### src/source/emu_link_pkg.sv
package emu_link_pkg;

    ////////////////////////////////////////////////////////////////////////////
    // Link constants
    ////////////////////////////////////////////////////////////////////////////

    // Generator and checker shift register length
    localparam int PRBS_WIDTH = 32;
    // Low and high time configuration in time steps
    localparam int TIME_W     = 8;
    localparam int SAMPLE_W   = 16;
    // Drive level magnitude in sample units
    localparam int TX_AMP     = 8192;
    // Quarter of the remaining gap per step
    localparam int CHAN_SHIFT = 2;
    localparam int LOCK_BITS  = 32;
    localparam int CNT_W      = 16;

    ////////////////////////////////////////////////////////////////////////////
    // Types
    ////////////////////////////////////////////////////////////////////////////

    // One fixed-point analog sample
    typedef struct packed {
        logic signed [SAMPLE_W-1:0] value;
    } analog_t;

    // Receiver status as seen at the top level
    typedef struct packed {
        logic             locked;
        logic [CNT_W-1:0] bit_count;
        logic [CNT_W-1:0] err_count;
    } link_status_t;

    typedef enum logic {
        OSC_LOW,
        OSC_HIGH
    } osc_state_e;

    typedef enum logic {
        CHK_HUNT,
        CHK_LOCKED
    } chk_state_e;

endpackage

### src/source/osc_model_core.sv
`timescale 1ns/1ns

module osc_model_core (
    input  logic                              emu_clk,
    input  logic                              emu_rst,
    input  logic [emu_link_pkg::TIME_W-1:0]   t_lo_i,
    input  logic [emu_link_pkg::TIME_W-1:0]   t_hi_i,
    output logic                              clk_val_o,
    output logic                              bit_stb_o
);

    import emu_link_pkg::*;

    osc_state_e        state;
    logic [TIME_W-1:0] step_cnt;
    // Length of the current phase, latched at each phase change
    logic [TIME_W-1:0] phase_len;
    logic [TIME_W:0]   step_inc;
    logic              phase_done;
    logic              clk_val_q;

    ////////////////////////////////////////////////////////////////////////////
    // Phase counter
    ////////////////////////////////////////////////////////////////////////////

    // A zero length behaves like a length of one
    assign step_inc   = {1'b0, step_cnt} + 1'b1;
    assign phase_done = step_inc >= {1'b0, phase_len};

    always_ff @(posedge emu_clk) begin
        if (emu_rst) begin
            state     <= OSC_LOW;
            step_cnt  <= '0;
            phase_len <= t_lo_i;
        end else if (phase_done) begin
            step_cnt <= '0;
            if (state == OSC_LOW) begin
                state     <= OSC_HIGH;
                phase_len <= t_hi_i;
            end else begin
                state     <= OSC_LOW;
                phase_len <= t_lo_i;
            end
        end else begin
            step_cnt <= step_inc[TIME_W-1:0];
        end
    end

    ////////////////////////////////////////////////////////////////////////////
    // Rising edge strobe
    ////////////////////////////////////////////////////////////////////////////

    assign clk_val_o = (state == OSC_HIGH);

    always_ff @(posedge emu_clk) begin
        if (emu_rst) begin
            clk_val_q <= 1'b0;
        end else begin
            clk_val_q <= clk_val_o;
        end
    end

    // High only in the first cycle of each high phase
    assign bit_stb_o = clk_val_o & ~clk_val_q;

endmodule

### src/source/prbs_generator_syn.sv
`timescale 1ns/1ns

module prbs_generator_syn (
    input  logic                                emu_clk,
    input  logic                                emu_rst,
    input  logic                                cke_i,
    input  logic [emu_link_pkg::PRBS_WIDTH-1:0] init_val_i,
    input  logic [emu_link_pkg::PRBS_WIDTH-1:0] eqn_i,
    input  logic                                inj_err_i,
    output logic                                out_o
);

    import emu_link_pkg::*;

    // Bit 0 holds the newest feedback bit
    logic [PRBS_WIDTH-1:0] lfsr_q;
    logic                  fb_bit;
    logic                  out_q;

    ////////////////////////////////////////////////////////////////////////////
    // Fibonacci shift register
    ////////////////////////////////////////////////////////////////////////////

    // Parity of the tapped state bits
    assign fb_bit = ^(lfsr_q & eqn_i);

    always_ff @(posedge emu_clk) begin
        if (emu_rst) begin
            lfsr_q <= init_val_i;
        end else if (cke_i) begin
            lfsr_q <= {lfsr_q[PRBS_WIDTH-2:0], fb_bit};
        end
    end

    ////////////////////////////////////////////////////////////////////////////
    // Output bit
    ////////////////////////////////////////////////////////////////////////////

    // Injected error flips the line bit only
    always_ff @(posedge emu_clk) begin
        if (emu_rst) begin
            out_q <= 1'b0;
        end else if (cke_i) begin
            out_q <= fb_bit ^ inj_err_i;
        end
    end

    assign out_o = out_q;

endmodule

### src/source/tx_core.sv
`timescale 1ns/1ns

module tx_core (
    input  logic                  emu_clk,
    input  logic                  emu_rst,
    input  logic                  in_i,
    input  logic                  cke_i,
    output emu_link_pkg::analog_t out_o
);

    import emu_link_pkg::*;

    localparam logic signed [SAMPLE_W-1:0] LEVEL_HI = SAMPLE_W'(TX_AMP);
    localparam logic signed [SAMPLE_W-1:0] LEVEL_LO = SAMPLE_W'(-TX_AMP);

    // Generator bit settles one cycle after the strobe
    logic    cke_q;
    analog_t level_q;

    always_ff @(posedge emu_clk) begin
        if (emu_rst) begin
            cke_q <= 1'b0;
        end else begin
            cke_q <= cke_i;
        end
    end

    always_ff @(posedge emu_clk) begin
        if (emu_rst) begin
            level_q.value <= LEVEL_LO;
        end else if (cke_q) begin
            level_q.value <= in_i ? LEVEL_HI : LEVEL_LO;
        end
    end

    assign out_o = level_q;

endmodule

### src/source/chan_core.sv
`timescale 1ns/1ns

module chan_core (
    input  logic                  emu_clk,
    input  logic                  emu_rst,
    input  emu_link_pkg::analog_t in_i,
    output emu_link_pkg::analog_t out_o
);

    import emu_link_pkg::*;

    localparam logic signed [SAMPLE_W+1:0] SAT_MAX = (SAMPLE_W + 2)'(2 ** (SAMPLE_W - 1) - 1);
    localparam logic signed [SAMPLE_W+1:0] SAT_MIN = (SAMPLE_W + 2)'(-(2 ** (SAMPLE_W - 1)));

    analog_t                    state_q;
    logic signed [SAMPLE_W:0]   diff;
    logic signed [SAMPLE_W:0]   step;
    logic signed [SAMPLE_W+1:0] sum_w;
    logic signed [SAMPLE_W-1:0] next_val;

    ////////////////////////////////////////////////////////////////////////////
    // Low-pass update
    ////////////////////////////////////////////////////////////////////////////

    always_comb begin
        diff  = {in_i.value[SAMPLE_W-1], in_i.value} - {state_q.value[SAMPLE_W-1], state_q.value};
        // Fraction of the gap closed per time step
        step  = diff >>> CHAN_SHIFT;
        sum_w = {step[SAMPLE_W], step} + {{2{state_q.value[SAMPLE_W-1]}}, state_q.value};
        if (sum_w > SAT_MAX) begin
            next_val = SAT_MAX[SAMPLE_W-1:0];
        end else if (sum_w < SAT_MIN) begin
            next_val = SAT_MIN[SAMPLE_W-1:0];
        end else begin
            next_val = sum_w[SAMPLE_W-1:0];
        end
    end

    always_ff @(posedge emu_clk) begin
        if (emu_rst) begin
            state_q.value <= '0;
        end else begin
            state_q.value <= next_val;
        end
    end

    assign out_o = state_q;

endmodule

### src/source/rx_core.sv
`timescale 1ns/1ns

module rx_core (
    input  logic                                emu_clk,
    input  logic                                emu_rst,
    input  emu_link_pkg::analog_t               in_i,
    input  logic                                cke_i,
    input  logic [emu_link_pkg::PRBS_WIDTH-1:0] eqn_i,
    output emu_link_pkg::link_status_t          status_o
);

    import emu_link_pkg::*;

    localparam int GOOD_W = $clog2(LOCK_BITS + 1);

    chk_state_e            state;
    // Received bits, newest in bit 0
    logic [PRBS_WIDTH-1:0] hist_q;
    logic [GOOD_W-1:0]     good_cnt;
    logic [CNT_W-1:0]      bit_cnt;
    logic [CNT_W-1:0]      err_cnt;
    logic                  rx_bit;
    logic                  pred_bit;
    logic                  mismatch;

    ////////////////////////////////////////////////////////////////////////////
    // Slicer and prediction
    ////////////////////////////////////////////////////////////////////////////

    // Decision threshold at zero
    assign rx_bit   = ~in_i.value[SAMPLE_W-1];
    assign pred_bit = ^(hist_q & eqn_i);
    assign mismatch = rx_bit ^ pred_bit;

    always_ff @(posedge emu_clk) begin
        if (emu_rst) begin
            hist_q <= '0;
        end else if (cke_i) begin
            hist_q <= {hist_q[PRBS_WIDTH-2:0], rx_bit};
        end
    end

    ////////////////////////////////////////////////////////////////////////////
    // Lock FSM and counters
    ////////////////////////////////////////////////////////////////////////////

    always_ff @(posedge emu_clk) begin
        if (emu_rst) begin
            state    <= CHK_HUNT;
            good_cnt <= '0;
            bit_cnt  <= '0;
            err_cnt  <= '0;
        end else if (cke_i) begin
            case (state)
                CHK_HUNT: begin
                    if (mismatch) begin
                        good_cnt <= '0;
                    end else if (good_cnt == GOOD_W'(LOCK_BITS - 1)) begin
                        state <= CHK_LOCKED;
                    end else begin
                        good_cnt <= good_cnt + 1'b1;
                    end
                end
                CHK_LOCKED: begin
                    // Lock holds until reset
                    if (bit_cnt != '1) begin
                        bit_cnt <= bit_cnt + 1'b1;
                    end
                    if (mismatch && (err_cnt != '1)) begin
                        err_cnt <= err_cnt + 1'b1;
                    end
                end
                default: state <= CHK_HUNT;
            endcase
        end
    end

    assign status_o.locked    = (state == CHK_LOCKED);
    assign status_o.bit_count = bit_cnt;
    assign status_o.err_count = err_cnt;

endmodule

### src/source/emu_link_top.sv
`timescale 1ns/1ns

module emu_link_top (
    input  logic                                emu_clk,
    input  logic                                emu_rst,
    input  logic [emu_link_pkg::TIME_W-1:0]     t_lo_i,
    input  logic [emu_link_pkg::TIME_W-1:0]     t_hi_i,
    input  logic [emu_link_pkg::PRBS_WIDTH-1:0] seed_i,
    input  logic [emu_link_pkg::PRBS_WIDTH-1:0] eqn_i,
    input  logic                                inj_err_i,
    output logic                                bit_stb_o,
    output emu_link_pkg::link_status_t          status_o
);

    import emu_link_pkg::*;

    logic    bit_stb;
    logic    tx_bit;
    analog_t tx_level;
    analog_t rx_level;

    ////////////////////////////////////////////////////////////////////////////
    // Bit clock and data source
    ////////////////////////////////////////////////////////////////////////////

    osc_model_core u_osc (
        .emu_clk   (emu_clk),
        .emu_rst   (emu_rst),
        .t_lo_i    (t_lo_i),
        .t_hi_i    (t_hi_i),
        .clk_val_o (),
        .bit_stb_o (bit_stb)
    );

    prbs_generator_syn u_prbs_gen (
        .emu_clk    (emu_clk),
        .emu_rst    (emu_rst),
        .cke_i      (bit_stb),
        .init_val_i (seed_i),
        .eqn_i      (eqn_i),
        .inj_err_i  (inj_err_i),
        .out_o      (tx_bit)
    );

    ////////////////////////////////////////////////////////////////////////////
    // Line path
    ////////////////////////////////////////////////////////////////////////////

    tx_core u_tx (
        .emu_clk (emu_clk),
        .emu_rst (emu_rst),
        .in_i    (tx_bit),
        .cke_i   (bit_stb),
        .out_o   (tx_level)
    );

    chan_core u_chan (
        .emu_clk (emu_clk),
        .emu_rst (emu_rst),
        .in_i    (tx_level),
        .out_o   (rx_level)
    );

    // Receiver decides on the strobe itself
    rx_core u_rx (
        .emu_clk  (emu_clk),
        .emu_rst  (emu_rst),
        .in_i     (rx_level),
        .cke_i    (bit_stb),
        .eqn_i    (eqn_i),
        .status_o (status_o)
    );

    assign bit_stb_o = bit_stb;

endmodule

### config.mk
export PLATFORM = sky130hd
export DESIGN_NAME = emu_link_top
export DESIGN_NICKNAME = d
export VERILOG_FILES = /design/src/source/emu_link_pkg.sv /design/src/source/osc_model_core.sv /design/src/source/prbs_generator_syn.sv /design/src/source/tx_core.sv /design/src/source/chan_core.sv /design/src/source/rx_core.sv /design/src/source/emu_link_top.sv
export SDC_FILE = /design/constraint.sdc
export NUM_CORES = 1
export LEC_CHECK = 0
export BUFFER_PORTS_ARGS = -buffer_cell sky130_fd_sc_hd__buf_2
export CAP_MARGIN = 10
export CORE_MARGIN = 4
export CORE_UTILIZATION = 30
export DETAILED_ROUTE_END_ITERATION = 10
export PLACE_DENSITY = 0.46
export SETUP_SLACK_MARGIN = 0.05
export SYNTH_ARGS = -nofsm -noshare
export SYNTH_HDL_FRONTEND = slang
export SYNTH_SLANG_ARGS = --single-unit
### constraint.sdc
create_clock -name emu_clk -period 4.36 [get_ports emu_clk]
set_input_delay 0.872 -clock emu_clk [delete_from_list [all_inputs] [get_ports emu_clk]]
set_output_delay 0.872 -clock emu_clk [all_outputs]
set_load 0.005 [all_outputs]
==> results of run 1 <==
synth_stat cells, drive strengths merged, types with 12 or more instances:
cell,count,share of area [%]
a211oi,15,1.5
a21oi,78,5.2
buf,15,0.94
clkbuf,17,0.83
dfxtp,100,26
edfxtp,40,16
ha,31,5.0
inv,23,1.1
mux2,40,5.8
nand2,153,7.4
nand3,15,0.97
nand4,12,1.2
nor2,54,2.7
o21ai,33,2.1
or3,13,1.1
xnor2,67,7.9
xor2,44,5.0
worst max-delay path, cell delays in order, from the launching register on:
cell      delay, ns
dfxtp_1        0.34
or4_4          0.58
nor4_4         0.17
and2b_1        0.20
nand2b_1       0.12
nor3_2         0.15
nand2b_1       0.14
xor2_1         0.17
ha_1           0.35
and4_1         0.23
nor3b_1        0.15
o31a_1         0.30
o21a_1         0.20
or2_4          0.28
nor2_4         0.22
buf_4          0.14
o211a_1        0.12
a211oi_1       0.04
state kept, by name, indices dropped and copies added (netlist names), 6 cells and up:
name,cells
u_rx.err_cnt,16
u_rx.good_cnt,6
u_rx.bit_cnt,16
u_osc.step_cnt,8
u_chan.out_o,16
u_osc.phase_len,8
u_rx.hist_q,32
u_prbs_gen.lfsr_q,32
cells by family after synthesis:
logic type / share of synthesized area, %
flip-flops: 41.42
adder cells (fa/ha/maj): 5.274
multiplexers: 6.083
AND/OR/NAND/NOR: 17.97
buffers and inverters: 2.880
XOR/XNOR: 13.22
AO/OA/AOI/OAI: 13.15
worst max path at each step:
stage,slack [ns],cells after the start,endpoint
3_5_place_dp,0.06,17,u_chan.out_o[5]$_SDFF_PP0_
3_3_place_gp,0.12,17,u_chan.out_o[2]$_SDFF_PP0_
6_report,0.32,17,u_chan.out_o[1]$_SDFF_PP0_
5_1_grt,0.08,17,u_chan.out_o[1]$_SDFF_PP0_
4_1_cts,0.06,17,u_chan.out_o[2]$_SDFF_PP0_
2_1_floorplan,0.35,17,u_chan.out_o[10]$_SDFF_PP0_
per-stage QoR:
step / hold WS (ns) / setup WS [ns] / power [mW] / instance area (um2)
final: 0.4580 / 0.3228 / 5.873 / 9374
after global routing: 0.4853 / 0.07975 / 6.306 / 9374
after detailed placement: 0.4515 / 0.06500 / 4.270 / 8698
after CTS: 0.4597 / 0.05761 / 5.881 / 9333
after floorplan: 0.4366 / 0.3542 / 3.637 / 7734
after global placement: 0.4450 / 0.1175 / 4.281 / 8698
power groups by stage:
stage	Sequential (mW)	Combinational [mW]	Clock [mW]
after global routing	1.59	3.05	1.67
after floorplan	1.56	2.07	0
after CTS	1.57	2.70	1.62
final	1.58	2.73	1.57
after global placement	1.60	2.68	0
after detailed placement	1.60	2.67	0
per-layer routing:
metal,routed length (um),up-vias,track usage [%]
li1,-,3179,-
met1,9203,2834,18.04
met2,8685,129,21.89
met3,1040,17,4.064
met4,182,2,2.964
met5,7,-,0
cell type report:
type	instances	area [um2]
Tap cell	330	412.9
Clock buffer	20	479.2
Timing Repair Buffer	131	695.7
Inverter	23	86.33
Multi-Input combinational cell	655	4342
Clock inverter	12	155.1
Fill cell	2623	15880
Sequential cell	140	3203
repair_timing:
item	in CTS	in global routing
endpoints found under the setup margin	0	15
gates resized for setup	0	8
setup buffers	0	1
==> impl_metrics.ini, run 1 <==
[run_status]
status = finished clean

[worst_hold_path]
hold_path_end = u_rx.hist_q[31]$_SDFFE_PP0P_
hp-class = reg2reg
min_delay_path_depth = 2
hp-start = u_rx.hist_q[31]$_SDFFE_PP0P_

[timing]
timing.final.crit_period_ns = 4.037
post-route-period-util_pct = 92.60
finalHoldViolCount = 0
rsz0062_at_grt = false
slew_headroom_pct = 54.66
fin_worst_skew_ns = 0.01344
setup-violations-final = 0
tightestPinTransition_ns = 0.6802
slew_violations = 0
timing.fmax_mhz = 247.7
setup_tns_ns = 0

[pwr]
p_switching_mw = 2.231
p_leak_nw = 3.695
swShare_pct = 37.99
seqPwrFrac_pct = 26.8
clkPwrFrac_pct = 26.7
powerDensity_nw_per_um2 = 626.5
p_int_mw = 3.642
combPwrFrac_pct = 46.4
vdd_ir_drop_max_uv = 273.8

[run]
maxCapViolCount = 0

[floorplanning]
rows = 58
die_y_um = 168.6
die_w_um = 168.6
coreArea_um2 = 25250
start_util_pct = 30.62
die_area_um2 = 28410
pin_count = 117

[critical_path]
crit_fanout = 7
rr_startpoint = u_chan.out_o[1]$_SDFF_PP0_
critPathKind = reg2reg
arrival_ns = 4.31
r2r_cells = 17
end_kind = register
r2r_slack_ns = 0.32
r2r_end = u_chan.out_o[1]$_SDFF_PP0_
cp_data_required_time_ns = 4.63
startpoint_type = register
startpoint = u_chan.out_o[1]$_SDFF_PP0_

[clock_network]
clkSinkCount = 140
numCtsBuffers = 17
postCtsHoldBufs = 0
cts.clk_slew.worst_paths_ns = 0.06
cts_root_buf = clkbuf_16
cts_tree = built
htree_num_levels = 4
clk_path_buf_depth = 2
clk_latency_ns = 0.43

[layout]
layout-drive-gt1-share_pct = 22.43
syn_to_final_growth_pct = 21.21
insertedDiodeCount = 0
final_cell_mix = 153 x nand2_1, 115 x buf_2, 100 x dfxtp_1
nets = 1083
final_util_pct = 37.12
final_common_cell = nand2_1
instances_no_fill = 1311

[place]
port_buffers = 116
hpwlAfterDp_um = 14130
gp_congestion = 0.7584
dp_cells = 1278

[synth]
synth_edf_count = 40
synthCells = 850
yosys_warnings = 0
synth_area_um2 = 7734
seq_area_frac_synth_pct = 41.42
ys_async_sr_fraction_pct = 0
yosysUniqueCellTypes = 58
synth_nets = 965
syn_area_per_cell_um2 = 9.098
ys.flop_type = dfxtp_1
synth_seq_cells = 140

[routing]
postRouteWirelength_um = 19120
vias = 6161
drt-pass1-iter-count = 4
drt_iter0_markers = 334
route.detailed.drc = 0
final_antenna_net_count = 0
vias_per_cell = 4.699
wire_per_inst_um = 14.58

[grt]
overflow = 0
grt_max_degree = 46
antenna_found_initial = 1
grt_pass1_vias = 6066
grt_pass1_wl_um = 31060
grt_usage_pct = 13.56
Note: power is estimated with default switching activity, not from simulation.
==> run 2, diff against run 1 <==
PLACE_DENSITY = 0.45   (was 0.46)
==> run 2 against run 1 <==
Against the previous run: sequential share of layout area shrank 0.24 points; utilization up 0.26 points; wire length is 1.1% lower; setup slack improved by 0.0031 ns; hold slack improved by 0.0053 ns; highest routed layer unchanged; critical path depth rose by 1; cell area rose by 0.71%; cell count increased by 0.38%; combinational power is essentially flat; clock power is 4% higher; sequential cell count unchanged; sequential power about the same.
==> impl_metrics.ini, run 2 (synthesized netlist as in run 1, its figures left out) <==
[run_status]
status = finished clean

[clock_network]
htree_num_levels = 4
clkSinkCount = 140
numCtsBuffers = 17
cts_tree = built
postCtsHoldBufs = 0
clk_path_buf_depth = 2
cts_root_buf = clkbuf_16
clk_latency_ns = 0.42
cts.clk_slew.worst_paths_ns = 0.07

[place]
port_buffers = 116
gp_congestion = 0.7446
hpwlAfterDp_um = 14120

[timing]
tightestPinTransition_ns = 0.6703
slew_violations = 0
setup_tns_ns = 0
hold_ws_ns = 0.4634
post-route-period-util_pct = 92.53
timing.final.crit_period_ns = 4.034
setup-violations-final = 0
timing.fmax_mhz = 247.9
slew_headroom_pct = 55.31
finalHoldViolCount = 0
rsz0062_at_grt = true
fin_worst_skew_ns = 0.01357

[layout]
top_regs = u_prbs_gen.lfsr_q x32, u_rx.hist_q x32
syn_to_final_growth_pct = 22.07
final_common_cell = nand2_1
multi_input_area_um2 = 4334
final_cell_mix = 153 x nand2_1, 115 x buf_2, 100 x dfxtp_1
regArea_um2 = 3203
nFillCells = 2633
insertedDiodeCount = 0
nets = 1088
layout-drive-gt1-share_pct = 22.72

[grt]
overflow = 0
grt_pass1_vias = 5992
antenna_found_initial = 1
grt_pass1_wl_um = 30790
grt_usage_pct = 13.41
grt_max_degree = 40

[critical_path]
critPathKind = reg2reg
crit_fanout = 7
end_kind = register
startpoint_type = register
arrival_ns = 4.31
cp_data_required_time_ns = 4.63

[floorplanning]
rows = 58
die_w_um = 168.6
coreArea_um2 = 25250
die_y_um = 168.6
start_util_pct = 30.62
die_area_um2 = 28410
pin_count = 117

[pwr]
p_leak_nw = 3.725
vdd_ir_drop_max_uv = 246.5
powerDensity_nw_per_um2 = 631.2

[routing]
drt-pass1-iter-count = 5
route.detailed.drc = 0
drt_iter0_markers = 346
vias_per_cell = 4.641
wire_per_inst_um = 14.37
final_antenna_net_count = 0
vias = 6108
postRouteWirelength_um = 18920

[run]
maxCapViolCount = 0

[worst_hold_path]
hp-class = reg2reg
## run 2: final timing paths
path                               start                     endpoint  slack, ns  depth (start not counted)
max           u_chan.out_o[2]$_SDFF_PP0_   u_chan.out_o[1]$_SDFF_PP0_       0.33                         18
min          u_rx.hist_q[5]$_SDFFE_PP0P_  u_rx.hist_q[6]$_SDFFE_PP0P_       0.46                          2
max reg2reg   u_chan.out_o[2]$_SDFF_PP0_   u_chan.out_o[1]$_SDFF_PP0_       0.33                         18
min reg2reg  u_rx.hist_q[5]$_SDFFE_PP0P_  u_rx.hist_q[6]$_SDFFE_PP0P_       0.46                          2
## run 2: final cells by class
| cell class | instances | area share [%] |
|---|---|---|
| Multi-Input combinational cell | 655 | 45.91 |
| Inverter | 23 | 0.9145 |
| Sequential cell | 140 | 33.93 |
| Tap cell | 330 | 4.374 |
| Clock buffer | 21 | 5.222 |
| Clock inverter | 11 | 1.882 |
| Timing Repair Buffer | 136 | 7.767 |
## run 2: critical path: stages, from the launching register on
cell      delay (ns)
dfxtp_1         0.34
or4_4           0.55
nor4_4          0.18
and2b_1         0.20
nand2b_1        0.08
nor3_1          0.14
buf_4           0.15
nand2b_1        0.10
xor2_1          0.16
ha_1            0.34
and4_1          0.22
nor3b_1         0.14
o31a_1          0.30
o21a_1          0.20
or2_4           0.27
nor2_4          0.22
buf_4           0.14
o211a_1         0.12
a211oi_1        0.04
## run 2: what timing repair did
| item | 4_1_cts | 5_1_grt |
|---|---|---|
| buffers inserted | 0 | 2 |
| resized for setup | 0 | 7 |
| endpoints found under the setup margin | 0 | 15 |
## run 2: power by group
group	switching [mW]	internal, mW	leakage, nW	total (mW)
sequential	0.101	1.47	1.20	1.57
combinational	1.52	1.23	2.20	2.75
clock	0.583	1.05	0.325	1.63
total	2.20	3.76	3.73	5.96
## run 2: layer usage
layer | vias to the layer above | wire (um) | global-route usage [%]
li1 | 3187 | - | -
met2 | 126 | 8756 | 21.87
met4 | 2 | 202 | 3.458
met3 | 15 | 962 | 3.667
met1 | 2778 | 8986 | 17.65
met5 | - | 7 | 0
## run 2: through the flow
stage	instance area (um2)	std cells	power, mW	setup slack, ns	util [%]
after detailed placement	8728	1282	4.309	0.1399	34.56
after CTS	9399	1314	5.978	0.1170	37.22
after floorplan	7734	850	3.637	0.3542	-
final	9440	1316	5.958	0.3259	37.38
after global routing	9440	1316	6.421	0.02892	37.38
after global placement	8728	1282	4.330	0.1614	34.56
